File: src/wavegen_config.svh
// Wave generator configuration
`ifndef WAVEGEN_CONFIG_SVH
`define WAVEGEN_CONFIG_SVH

//////////////////////////////////////////////////
// Datapath widths
//////////////////////////////////////////////////

`define WG_LEVEL_W     8    // DAC level and operand width
`define WG_PROG_DEPTH  8    // Instructions per axis
`define WG_PTR_W       3    // Program pointer width

//////////////////////////////////////////////////
// Wishbone port and register map
//////////////////////////////////////////////////

`define WG_WB_ADR_W    5    // Word address
`define WG_WB_DAT_W    32

`define WG_ADDR_CTRL   5'd0     // Control word, bit 0 is run
`define WG_ADDR_XPROG  5'd16    // X program, words 16 to 23
`define WG_ADDR_YPROG  5'd24    // Y program, words 24 to 31

`endif

File: src/wavegen_pkg.sv
// Wave generator types
`include "wavegen_config.svh"

package wavegen_pkg;

    //////////////////////////////////////////////////
    // Instruction set
    //////////////////////////////////////////////////

    typedef enum logic [2:0] {
        NOP    = 3'd0,  // Hold one cycle
        LINE   = 3'd1,  // Load a, ramp to b
        INCR   = 3'd2,
        DECR   = 3'd3,
        JUMP   = 3'd4,  // Level becomes a
        X_RECT = 3'd5,  // Up a, hold b, down a, hold b
        Y_RECT = 3'd6   // Hold a, up b, hold a, down b
    } opcode_e;

    // Opcode in the top bits, then operand a, then operand b
    typedef struct packed {
        opcode_e                op;
        logic [`WG_LEVEL_W-1:0] a;
        logic [`WG_LEVEL_W-1:0] b;
    } instr_t;

    //////////////////////////////////////////////////
    // Sequencer state
    //////////////////////////////////////////////////

    // FETCH is the first cycle of every instruction
    typedef enum logic [2:0] {
        FETCH,
        P0,
        P1,
        P2,
        P3
    } phase_e;

    typedef enum logic [1:0] {
        HOLD,
        UP,
        DOWN
    } step_e;

endpackage

File: src/prog_if.sv
// Program fetch interface
`include "wavegen_config.svh"

interface prog_if
    import wavegen_pkg::*;
();

    logic                 run;        // Control register run bit
    instr_t               instr;      // Memory entry at fetch_ptr, no clock
    logic [`WG_PTR_W-1:0] fetch_ptr;  // Sequencer program pointer

    // Register block side
    modport regs (
        output run,
        output instr,
        input  fetch_ptr
    );

    // Sequencer side
    modport seq (
        input  run,
        input  instr,
        output fetch_ptr
    );

endinterface

File: src/program_regs.sv
// Wishbone program registers
`include "wavegen_config.svh"

module program_regs
    import wavegen_pkg::*;
(
    input  logic                    clk,
    input  logic                    reset,
    input  logic                    wb_cyc,
    input  logic                    wb_stb,
    input  logic                    wb_we,
    input  logic [`WG_WB_ADR_W-1:0] wb_adr,
    input  logic [`WG_WB_DAT_W-1:0] wb_dat_w,
    output logic [`WG_WB_DAT_W-1:0] wb_dat_r,
    output logic                    wb_ack,
    prog_if.regs                    x_prog,
    prog_if.regs                    y_prog
);

    localparam int     INSTR_W   = $bits(instr_t);
    localparam instr_t NOP_INSTR = '{op: NOP, a: '0, b: '0};

    logic                    run;
    instr_t                  x_mem [`WG_PROG_DEPTH];
    instr_t                  y_mem [`WG_PROG_DEPTH];
    logic                    accept;
    logic [`WG_WB_ADR_W-1:0] base;
    logic [`WG_PTR_W-1:0]    idx;
    logic                    ctrl_hit;
    logic                    x_hit;
    logic                    y_hit;
    instr_t                  new_instr;
    logic [`WG_WB_DAT_W-1:0] rd_data;

    //////////////////////////////////////////////////
    // Address decode
    //////////////////////////////////////////////////

    // New request only when no ack is pending, so a held strobe waits a cycle
    assign accept = wb_cyc && wb_stb && !wb_ack;

    assign base     = {wb_adr[`WG_WB_ADR_W-1:`WG_PTR_W], {`WG_PTR_W{1'b0}}};
    assign idx      = wb_adr[`WG_PTR_W-1:0];    // Entry within a program
    assign ctrl_hit = (wb_adr == `WG_ADDR_CTRL);
    assign x_hit    = (base == `WG_ADDR_XPROG);
    assign y_hit    = (base == `WG_ADDR_YPROG);

    assign new_instr = instr_t'(wb_dat_w[INSTR_W-1:0]);

    //////////////////////////////////////////////////
    // Control register and program memories
    //////////////////////////////////////////////////

    always_ff @(posedge clk) begin
        if (reset) begin
            run <= 1'b0;
            for (int i = 0; i < `WG_PROG_DEPTH; i++) begin
                x_mem[i] <= NOP_INSTR;
                y_mem[i] <= NOP_INSTR;
            end
        end else if (accept && wb_we) begin
            if (ctrl_hit) begin
                run <= wb_dat_w[0];
            end
            if (x_hit) begin
                x_mem[idx] <= new_instr;
            end
            if (y_hit) begin
                y_mem[idx] <= new_instr;
            end
        end
    end

    // Unmapped words read as zero
    always_comb begin
        rd_data = '0;
        if (ctrl_hit) begin
            rd_data[0] = run;
        end else if (x_hit) begin
            rd_data[INSTR_W-1:0] = x_mem[idx];
        end else if (y_hit) begin
            rd_data[INSTR_W-1:0] = y_mem[idx];
        end
    end

    //////////////////////////////////////////////////
    // Bus acknowledge
    //////////////////////////////////////////////////

    always_ff @(posedge clk) begin
        if (reset) begin
            wb_ack <= 1'b0;
        end else begin
            wb_ack <= accept;   // One clock, then low for at least one
        end
    end

    // Read data only has to be valid while wb_ack is high
    always_ff @(posedge clk) begin
        if (accept) begin
            wb_dat_r <= rd_data;
        end
    end

    // Fetch ports, read straight from the arrays
    assign x_prog.run   = run;
    assign x_prog.instr = x_mem[x_prog.fetch_ptr];
    assign y_prog.run   = run;
    assign y_prog.instr = y_mem[y_prog.fetch_ptr];

endmodule

File: src/wave_sequencer.sv
// Per-axis waveform sequencer
`include "wavegen_config.svh"

module wave_sequencer
    import wavegen_pkg::*;
(
    input  logic                   clk,
    input  logic                   reset,
    prog_if.seq                    prog,
    output logic [`WG_LEVEL_W-1:0] level
);

    logic [`WG_PTR_W-1:0]   ptr;
    phase_e                 phase;
    logic [`WG_LEVEL_W-1:0] cnt;        // Cycles done in the current phase

    instr_t                 held_instr; // Copy taken at fetch
    instr_t                 cur_instr;
    phase_e                 cur_ph;
    logic [`WG_LEVEL_W-1:0] cur_cnt;
    logic [`WG_LEVEL_W-1:0] op_a;
    logic [`WG_LEVEL_W-1:0] op_b;

    step_e                  step;
    step_e                  dir;
    logic [`WG_LEVEL_W-1:0] len;        // Phase length, 0 means one hold cycle
    logic                   load;       // Level takes operand a
    logic                   last;       // Final phase of the instruction
    logic                   phase_end;

    //////////////////////////////////////////////////
    // Current instruction and phase
    //////////////////////////////////////////////////

    // FETCH runs the first cycle of phase P0 straight from memory
    assign cur_instr = (phase == FETCH) ? prog.instr : held_instr;
    assign cur_ph    = (phase == FETCH) ? P0 : phase;
    assign cur_cnt   = (phase == FETCH) ? '0 : cnt;

    assign op_a = cur_instr.a;
    assign op_b = cur_instr.b;

    // A word rewritten mid-instruction only counts at its next fetch
    always_ff @(posedge clk) begin
        held_instr <= cur_instr;
    end

    assign prog.fetch_ptr = ptr;

    //////////////////////////////////////////////////
    // Phase decode
    //////////////////////////////////////////////////

    always_comb begin
        step = HOLD;
        len  = '0;
        load = 1'b0;
        last = 1'b1;

        case (cur_instr.op)
            JUMP: begin
                load = 1'b1;
            end
            LINE: begin
                if (cur_ph == P0) begin
                    load = 1'b1;                // Load cycle
                    last = (op_a == op_b);      // No ramp when already there
                end else if (op_b > op_a) begin
                    step = UP;
                    len  = op_b - op_a;
                end else begin
                    step = DOWN;
                    len  = op_a - op_b;
                end
            end
            INCR: begin
                step = UP;
                len  = op_a;
            end
            DECR: begin
                step = DOWN;
                len  = op_a;
            end
            X_RECT: begin
                last = (cur_ph == P3);
                case (cur_ph)
                    P0: begin
                        step = UP;
                        len  = op_a;
                    end
                    P2: begin
                        step = DOWN;
                        len  = op_a;
                    end
                    default: len = op_b;    // Both hold phases
                endcase
            end
            Y_RECT: begin
                last = (cur_ph == P3);
                case (cur_ph)
                    P1: begin
                        step = UP;
                        len  = op_b;
                    end
                    P3: begin
                        step = DOWN;
                        len  = op_b;
                    end
                    default: len = op_a;
                endcase
            end
            default: ;  // NOP and unused codes hold one cycle
        endcase
    end

    // Zero length phases hold for their single cycle
    assign dir       = (len == '0) ? HOLD : step;
    assign phase_end = (len == '0) || (cur_cnt == len - 1'b1);

    //////////////////////////////////////////////////
    // State and level update
    //////////////////////////////////////////////////

    always_ff @(posedge clk) begin
        if (reset || !prog.run) begin
            ptr   <= '0;
            phase <= FETCH;
            cnt   <= '0;
            level <= '0;
        end else begin
            if (load) begin
                level <= op_a;
            end else begin
                case (dir)
                    UP:      level <= level + 1'b1;    // Wraps at 255
                    DOWN:    level <= level - 1'b1;
                    default: level <= level;
                endcase
            end

            if (!phase_end) begin
                cnt   <= cur_cnt + 1'b1;
                phase <= cur_ph;
            end else if (last) begin
                // Next entry starts on the following edge
                cnt   <= '0;
                phase <= FETCH;
                ptr   <= ptr + 1'b1;
            end else begin
                cnt   <= '0;
                phase <= phase_e'(cur_ph + 3'd1);
            end
        end
    end

endmodule

File: src/wavegen_top.sv
// Vector waveform generator top
`include "wavegen_config.svh"

module wavegen_top (
    input  logic                    clk,
    input  logic                    reset,

    // Wishbone classic slave
    input  logic                    wb_cyc,
    input  logic                    wb_stb,
    input  logic                    wb_we,
    input  logic [`WG_WB_ADR_W-1:0] wb_adr,
    input  logic [`WG_WB_DAT_W-1:0] wb_dat_w,
    output logic [`WG_WB_DAT_W-1:0] wb_dat_r,
    output logic                    wb_ack,

    // DAC levels
    output logic [`WG_LEVEL_W-1:0]  dac_x,
    output logic [`WG_LEVEL_W-1:0]  dac_y
);

    prog_if x_prog_bus ();
    prog_if y_prog_bus ();

    //////////////////////////////////////////////////
    // Register block
    //////////////////////////////////////////////////

    program_regs prog_regs (
        .clk      (clk),
        .reset    (reset),
        .wb_cyc   (wb_cyc),
        .wb_stb   (wb_stb),
        .wb_we    (wb_we),
        .wb_adr   (wb_adr),
        .wb_dat_w (wb_dat_w),
        .wb_dat_r (wb_dat_r),
        .wb_ack   (wb_ack),
        .x_prog   (x_prog_bus.regs),
        .y_prog   (y_prog_bus.regs)
    );

    //////////////////////////////////////////////////
    // Axis sequencers
    //////////////////////////////////////////////////

    wave_sequencer x_seq (
        .clk   (clk),
        .reset (reset),
        .prog  (x_prog_bus.seq),
        .level (dac_x)
    );

    wave_sequencer y_seq (
        .clk   (clk),
        .reset (reset),
        .prog  (y_prog_bus.seq),
        .level (dac_y)
    );

endmodule

File: config.mk
export PLATFORM = sky130hd
export DESIGN_NAME = wavegen_top
export DESIGN_NICKNAME = d
export VERILOG_FILES = /design/src/wavegen_pkg.sv /design/src/prog_if.sv /design/src/program_regs.sv /design/src/wave_sequencer.sv /design/src/wavegen_top.sv
export VERILOG_INCLUDE_DIRS = /design/src /design/src/src
export SDC_FILE = /design/constraint.sdc
export NUM_CORES = 1
export LEC_CHECK = 0
export BUFFER_PORTS_ARGS = -buffer_cell sky130_fd_sc_hd__buf_2
export CAP_MARGIN = 40
export CORE_ASPECT_RATIO = 1.75
export CORE_MARGIN = 2
export CORE_UTILIZATION = 50
export CTS_CLUSTER_DIAMETER = 80
export DETAILED_ROUTE_END_ITERATION = 10
export GPL_ROUTABILITY_DRIVEN = 0
export PLACE_DENSITY = 0.67
export SYNTH_ARGS = -nofsm -noshare
export SYNTH_HDL_FRONTEND = slang
export SYNTH_HIERARCHICAL = 1
export SYNTH_SLANG_ARGS = --single-unit
File: constraint.sdc
create_clock -name clk -period 16.1 [get_ports clk]
set_clock_uncertainty 0.1 [all_clocks]
set_input_delay 0 -clock clk [delete_from_list [all_inputs] [get_ports clk]]
set_output_delay 0 -clock clk [all_outputs]
set_load 0.05 [all_outputs]
==> results of run 1 <==
[worst paths after layout]
| path | from | to | slack, ns | cells past startpoint |
|---|---|---|---|---|
| worst max-delay path | x_seq/prog.fetch_ptr[0]$_SDFFE_PP0P_ | x_seq/level[7]$_SDFFE_PP0P_ | 7.27 | 30 |
| worst min-delay path | wb_adr[3] | prog_regs/wb_dat_r[17]$_SDFFCE_PP0N_ | 0.14 | 5 |
| worst max register to register | x_seq/prog.fetch_ptr[0]$_SDFFE_PP0P_ | x_seq/level[7]$_SDFFE_PP0P_ | 7.27 | 30 |
| worst min register to register | y_seq/held_instr[3]$_DFF_P_ | y_seq/held_instr[3]$_DFF_P_ | 0.41 | 2 |
[cells by family (layout without fill, tap and decap cells)]
family,count (synthesis),count (layout),share of synthesized area [%]
AND/OR/NAND/NOR,730,730,17.14
flip-flops,407,407,46.08
AO/OA/AOI/OAI,364,364,11.53
multiplexers,249,249,15.17
buffers and inverters,246,284,4.883
adder cells (fa/ha/maj),58,58,3.060
XOR/XNOR,58,58,2.118
other,1,13,0.01518
[flip-flops by register name, indices dropped and copies added, names as in the netlist, 19 cells and up]
name and count:
prog_regs/y_mem 152, y_seq/held_instr 19, x_seq/held_instr 19, prog_regs/x_mem 152, prog_regs/wb_dat_r 19
[layout make-up]
cell class / count / area, um2 / area share, %
clock buffer: 51 / 1052 / 3.901
multi-input combinational: 1472 / 12230 / 45.34
sequential: 407 / 11390 / 42.21
tap: 654 / 818.3 / 3.034
timing repair buffer: 137 / 947.2 / 3.511
inverter: 75 / 281.5 / 1.044
clock inverter: 21 / 259.0 / 0.9602
[layout by cell type, fill, tap and decap left out, drive strengths merged, types with 38 or more instances in the layout]
master	n
nor2	76
clkbuf	52
nor3	47
buf	112
mux2	79
nand2	107
mux4	92
dfxtp	84
mux2i	78
inv	73
o21ai	42
a211oi	38
and2	317
ha	54
a21oi	44
edfxtp	323
[layer usage]
metal	part of all wire (%)	up-vias
met5	0	-
met4	7.9	0
met3	7.1	264
met2	51	907
met1	34	8962
li1	-	7962
[timing repair]
action / CTS / global route
hold endpoints to repair: 308 / 0
hold buffers: 24 / 0
endpoints found under the setup margin: 0 / 0
[per-stage QoR]
step	std cells	hold WS, ns	utilization (%)	area (um2)
after global placement	2713	0.3303	52.02	25350
after global routing	2817	0.1074	55.35	26970
after CTS	2816	0.08647	55.34	26970
final	2817	0.1372	55.35	26970
after floorplan	2125	-0.02839	-	24740
after detailed placement	2720	0.3442	52.15	25410
[worst max-delay path, delay by kind of cell (launching register included)]
kind | cells | cell delay [ns]
xor gates and xnor gates | 1 | 0.13
AOI/OAI and AO/OA | 10 | 2.29
buffers and inverters | 3 | 0.93
DFF | 1 | 0.31
muxes | 3 | 1.29
and+or+nand+nor | 9 | 2.23
adders and majority gates | 4 | 1.38
[cells in the mapped netlist (38+ instances only)]
master	number
edfxtp_1	323
and2_1	317
nand2_1	104
mux4_2	92
dfxtp_1	84
mux2_2	78
mux2i_1	78
nor2_1	75
inv_1	71
clkbuf_1	61
ha_1	54
a21oi_1	44
o21ai_0	38
[power groups by stage]
stage	logic (mW)	clock network (mW)	registers (mW)
final	0.280	0.959	1.19
after global routing	0.293	1.01	1.19
after CTS	0.275	0.973	1.19
after detailed placement	0.269	0	1.21
after global placement	0.265	0	1.21
after floorplan	0.178	0	1.21
==> metrics.md, run 1 <==
| Metric | Value |
|---|---|
| Status | finished clean |
| VDD IR-drop max | 0.08315 mV |
| Met1 Use GR | 33.55% |
| Max incr delay on CP | 0.70 ns |
| P_int | 1.809 mW |
| Clk pwr share | 39.5% |
| Comb pwr share | 11.5% |
| Starting DRT DRC Count | 1663 |
| Peak Freq | 113.2 MHz |
| GR peak layer | met2 |
| PortBufs | 64 |
| Post-CTS Setup Bufs | 0 |
| Sw Share | 25.52% |
| Async SR Flop Fraction | 0% |
| Die X | 172.0 um |
| Psw | 0.6198 mW |
| ANT cells | 0 |
| WL per Instance | 27.54 um |
| Met2 global-route usage | 52.75% |
| Worst setup SP type | flop |
| Hpwl dp | 51.44 mm |
| FP Rows | 107 |
| Synthesis warning total | 6 |
| CTS Buf Count | 39 |
| Crit Path Category | flop to flop |
| Syn Area/Cell | 11.69 um2 |
| Worst Tran Pin Value | 0.8757 ns |
| Via count | 18100 |
| Starting Density | 50.68% |
| Gate Count Post-Synth | 2113 |
| Vias per cell | 6.424 |
| Post-CTS resize count | 0 |
| Share of layout cells above drive strength 1 | 19.46% |
| Slew Limit Fails | 0 |
| Post-Route WL | 77.59 mm |
| Setup ws final | 7.268 ns |
| Min-Delay Path Class | input pin to flop |
| Power Dens Cells | 90.03 mW/mm2 |
| Total power draw | 2.428 mW |
| Slowest-stage cell, CP | a221oi_1 |
| Post-Syn Area | 0.02470 mm2 |
| Final setup TNS | 0 ns |
| Yosys top cell area share | 39.27% |
| Post-synth cell types | 91 |
| Maximum buffer depth of the clock tree | 3 |
| TritonRoute pass-1 iters | 8 |
| Most frequent CP cell | a21oi_1 |
| Die area | 0.05126 mm2 |
| Hold Violations, Final | 0 |
| CTS tree | built |
| P&R area growth vs syn | 9.210% |
| Worst EP arrival | 9.17 ns |
| Final setup fails | 0 |
| Slew margin rel. | 41.27% |
| Prevailing post-synth register cell | edfxtp_1 |
| Routed Antenna Nets | 0 |
| Residual DRC count | 0 |
| Seq pwr share | 49.0% |
| Final Cycle Share | 54.86% |
| M3 GR Usage | 4.198% |
| IO Pins | 91 |
| RSZ-0062 raised after global routing | false |
| Seq cells post-synth | 407 |
| Total core area | 0.04873 mm2 |
| H-Tree Depth | 2 |
| Post-layout min period | 8.832 ns |
| Worst EP required | 16.44 ns |
| Clock Latency Late Sink | 0.56 ns |
| GRT Total Usage | 30.27% |
| Die Y | 298.0 um |
| # Max-Cap Violations | 0 |
| Root Driver | clkbuf_16 |
| Seq/Total Area, Yosys | 46.08% |
| Vias in the first global route | 18310 |
| Sink Count | 407 |
| Crit path capture type | flop |
| Yosys top cell by area | edfxtp_1 |
| Global-route wire length before repair | 113.6 mm |
| Crit-path max FO | 41 |
| Fill cells | 4122 |
| Largest net degree at the start of global routing | 48 |
| Clock-pin slew on the worst setup and hold paths | 0.06 ns |
| Pleak | 10.10 nW |
| Dpl ws | 7.427 ns |
| Nets@finish | 2232 |
| Top post-synthesis cells by area | edfxtp_1 39%, mux4_2 8.4%, and2_1 8.0% |
| Gr ovfl total | 0 |
| Antenna violations before repair | 1 |
| Post-synth EDFFs | 323 |
No activity file was read; power rests on OpenSTA's default activity.
==> run 2, diff against run 1 <==
==> constraint.sdc (replaced) <==
create_clock -name clk -period 8.47 [get_ports clk]
set_clock_uncertainty 0.1 [all_clocks]
set_input_delay 0 -clock clk [delete_from_list [all_inputs] [get_ports clk]]
set_output_delay 0 -clock clk [all_outputs]
set_load 0.05 [all_outputs]
==> run 2 against run 1 <==
Effect of this change: die area is the same; critical path type unchanged; utilization is 0.34 points higher; sequential share of layout area fell by 0.26 points; worst hold slack worse by 0.093 ns; critical path depth fell by 1; worst setup slack worse by 6.7 ns; global-route usage rose by 0.54 points; maximum frequency grew 12%; register-to-register slack got worse by 6.7 ns; clock power is 88% higher; cell area is 0.62% higher; sequential power is 90% higher.
==> metrics.md, run 2 (same netlist as run 1, synthesis figures left out) <==
| Metric | Value |
|---|---|
| Status | finished clean |
| Fill cells | 4119 (-0.073%) |
| H-Tree Depth | 2 (unchanged) |
| Commonest non-fill, non-tap cell in the layout | edfxtp_1 |
| Peak Freq | 126.5 MHz (+12%) |
| Total core area | 0.04873 mm2 (unchanged) |
| Comb pwr share | 11.7% (+0.2 points) |
| Post-layout min period | 7.906 ns (-0.9260 ns) |
| Antenna violations before repair | 2 (+1) |
| Clk pwr share | 39.2% (-0.3 points) |
| P_int | 3.406 mW (+88%) |
| Clock Latency Late Sink | 0.57 ns (about the same) |
| Util after Layout | 55.69% (+0.34 points) |
| Met1 Use GR | 33.86% (+0.31 points) |
| Worst r2r path cells | 29 (-3.3%) |
| Nets@finish | 2253 (+0.94%) |
| Gr ovfl total | 0 (unchanged) |
| Final setup TNS | 0 ns (unchanged) |
| Vias per cell | 6.432 (+0.13%) |
| Sink Count | 407 (unchanged) |
| Met2 global-route usage | 54.33% (+1.6 points) |
| Slowest-stage cell, CP | dfxtp_2 |
| CTS tree | built |
| GRT Total Usage | 30.81% (+0.54 points) |
| Final setup fails | 0 (unchanged) |
| Die X | 172.0 um (unchanged) |
| Hold Violations, Final | 0 (unchanged) |
| Root Driver | clkbuf_16 |
| P&R area growth vs syn | 9.884% |
| Worst EP arrival | 8.25 ns (-0.92 ns) |
| Clock-pin slew on the worst setup and hold paths | 0.07 ns (about the same) |
| Cell family with most CP delay | simple AND/OR/NAND/NOR gates |
| Hpwl dp | 52.56 mm (+2.2%) |
| Routed Antenna Nets | 0 (unchanged) |
| Sw Share | 25.97% (+0.45 points) |
| Starting DRT DRC Count | 1675 (+0.72%) |
| Worst Tran Pin Value | 0.9302 ns (+0.05455 ns) |
| Critical path depth | 29 (-3.3%) |
| Seq pwr share | 49.1% (about the same) |
| M3 GR Usage | 3.905% (-0.29 points) |
| Post-CTS Setup Bufs | 0 (unchanged) |
| WHS | 0.04405 ns (-0.09315 ns) |
| Worst EP required | 8.81 ns (-7.63 ns) |
| Pleak | 10.22 nW (+1.2%) |
| Crit-path max FO | 11 (-73%) |
| Via count | 18260 (+0.91%) |
| Crit path capture type | flop |
| # Max-Cap Violations | 0 (unchanged) |
| Biggest regs | prog_regs/x_mem (152), prog_regs/y_mem (152) |
| Psw | 1.195 mW (+93%) |
| Power Dens Cells | 169.5 mW/mm2 (+88%) |
| FP Rows | 107 (unchanged) |
| IO Pins | 91 (unchanged) |
| WP buf/inv | 3 (unchanged) |
| Max incr delay on CP | 0.61 ns (-0.09 ns) |
| Die Y | 298.0 um (unchanged) |
| WL per Instance | 27.72 um (+0.65%) |
| Share of layout cells above drive strength 1 | 20.65% (+1.2 points) |
| Most frequent cells in the layout | 323 x edfxtp_1, 317 x and2_1, 104 x nand2_1, 92 x mux4_2, 80 x dfxtp_1 |
| TritonRoute pass-1 iters | 5 (-3) |
| Largest net degree at the start of global routing | 60 (+25%) |
| Min-Delay Path Class | input pin to flop |
| Maximum buffer depth of the clock tree | 3 (unchanged) |
| Crit Path Category | flop to flop |
| Die area | 0.05126 mm2 (unchanged) |
| Vias in the first global route | 18450 (+0.78%) |
| Most frequent CP cell | a21oi_1 |
| Slew Limit Fails | 0 (unchanged) |
| Post-Route WL | 78.70 mm (+1.4%) |
| Starting Density | 50.68% (unchanged) |
| GR peak layer | met2 |
| Final Cycle Share | 93.35% (+38 points) |
| RSZ-0062 raised after global routing | false |
| Slew margin rel. | 37.70% (-3.6 points) |
| VDD IR-drop max | 0.1465 mV (+76%) |
| Global-route wire length before repair | 115.7 mm (+1.9%) |
| Hold depth | 3 (-2) |
| PortBufs | 64 (unchanged) |
| Worst setup SP type | flop |
| Residual DRC count | 0 (unchanged) |
| CTS Buf Count | 39 (unchanged) |
[run 2: cell count changes in the layout (fill, tap and decap cells not counted), sizes merged]
cell,before,now
buf,112,133
dlygate4sd3,24,25
diode,0,1
inv,73,74
clkbuf,52,44
clkinvlp,6,8
bufinv,5,4
clkinv,12,17
[run 2: repair_timing]
item / 4_1_cts / 5_1_grt
hold endpoints to repair: 306 / 0
gates resized for setup: 0 / 1
hold buffers: 25 / 0
setup endpoints to repair: 0 / 1
[run 2: area by class of cell]
cell class	instances	area, um2	share of cell area [%]
well taps	654	818.3	3.015
diodes	1	2.502	0.009220
clock buffers	44	1026	3.780
repair buffers	158	1112	4.098
clock inverters	28	275.3	1.014
multi-input cells	1472	12240	45.09
inverters	75	281.5	1.037
flip-flops and latches	407	11390	41.95
[run 2: layer usage]
| layer | wire, um | up-vias |
|---|---|---|
| li1 | - | 7998 |
| met1 | 26370 | 9066 |
| met2 | 40390 | 911 |
| met3 | 5482 | 283 |
| met4 | 6446 | 2 |
| met5 | 13 | - |
[run 2: final timing paths]
check	slack (ns)	start	endpoint
min reg2reg	0.39	y_seq/held_instr[15]$_DFF_P_	y_seq/held_instr[15]$_DFF_P_
max	0.56	y_seq/prog.fetch_ptr[0]$_SDFFE_PP0P_	y_seq/level[7]$_SDFFE_PP0P_
min	0.04	wb_stb	prog_regs/wb_dat_r[4]$_SDFFCE_PP0N_
max reg2reg	0.56	y_seq/prog.fetch_ptr[0]$_SDFFE_PP0P_	y_seq/level[7]$_SDFFE_PP0P_
[run 2: worst reg2reg max path, delay by kind of cell (launching register included)]
| family | cells | cell delay (ns) |
|---|---|---|
| fa+ha+maj | 3 | 1.03 |
| mux | 3 | 1.16 |
| simple gates | 9 | 2.34 |
| compound gates | 10 | 1.93 |
| buf+inv | 3 | 0.52 |
| flops | 1 | 0.61 |
| xor+xnor | 1 | 0.13 |
[run 2: through the flow]
step	instances	total power, mW	worst slack, ns	instance area, um2
4_1_cts	2838	4.617	0.5134	27130
3_5_place_dp	2741	2.817	0.5471	25580
5_1_grt	2839	4.728	0.009303	27140
6_report	2839	4.601	0.5636	27140
2_1_floorplan	2125	2.642	1.399	24740
3_3_place_gp	2736	2.806	0.6106	25530
[run 2: power groups by stage]
stage / combinational (mW) / sequential [mW] / clock (mW)
after floorplan: 0.339 / 2.30 / 0
after global placement: 0.507 / 2.30 / 0
after detailed placement: 0.515 / 2.30 / 0
after CTS: 0.526 / 2.26 / 1.83
after global routing: 0.563 / 2.27 / 1.90
final: 0.538 / 2.26 / 1.80
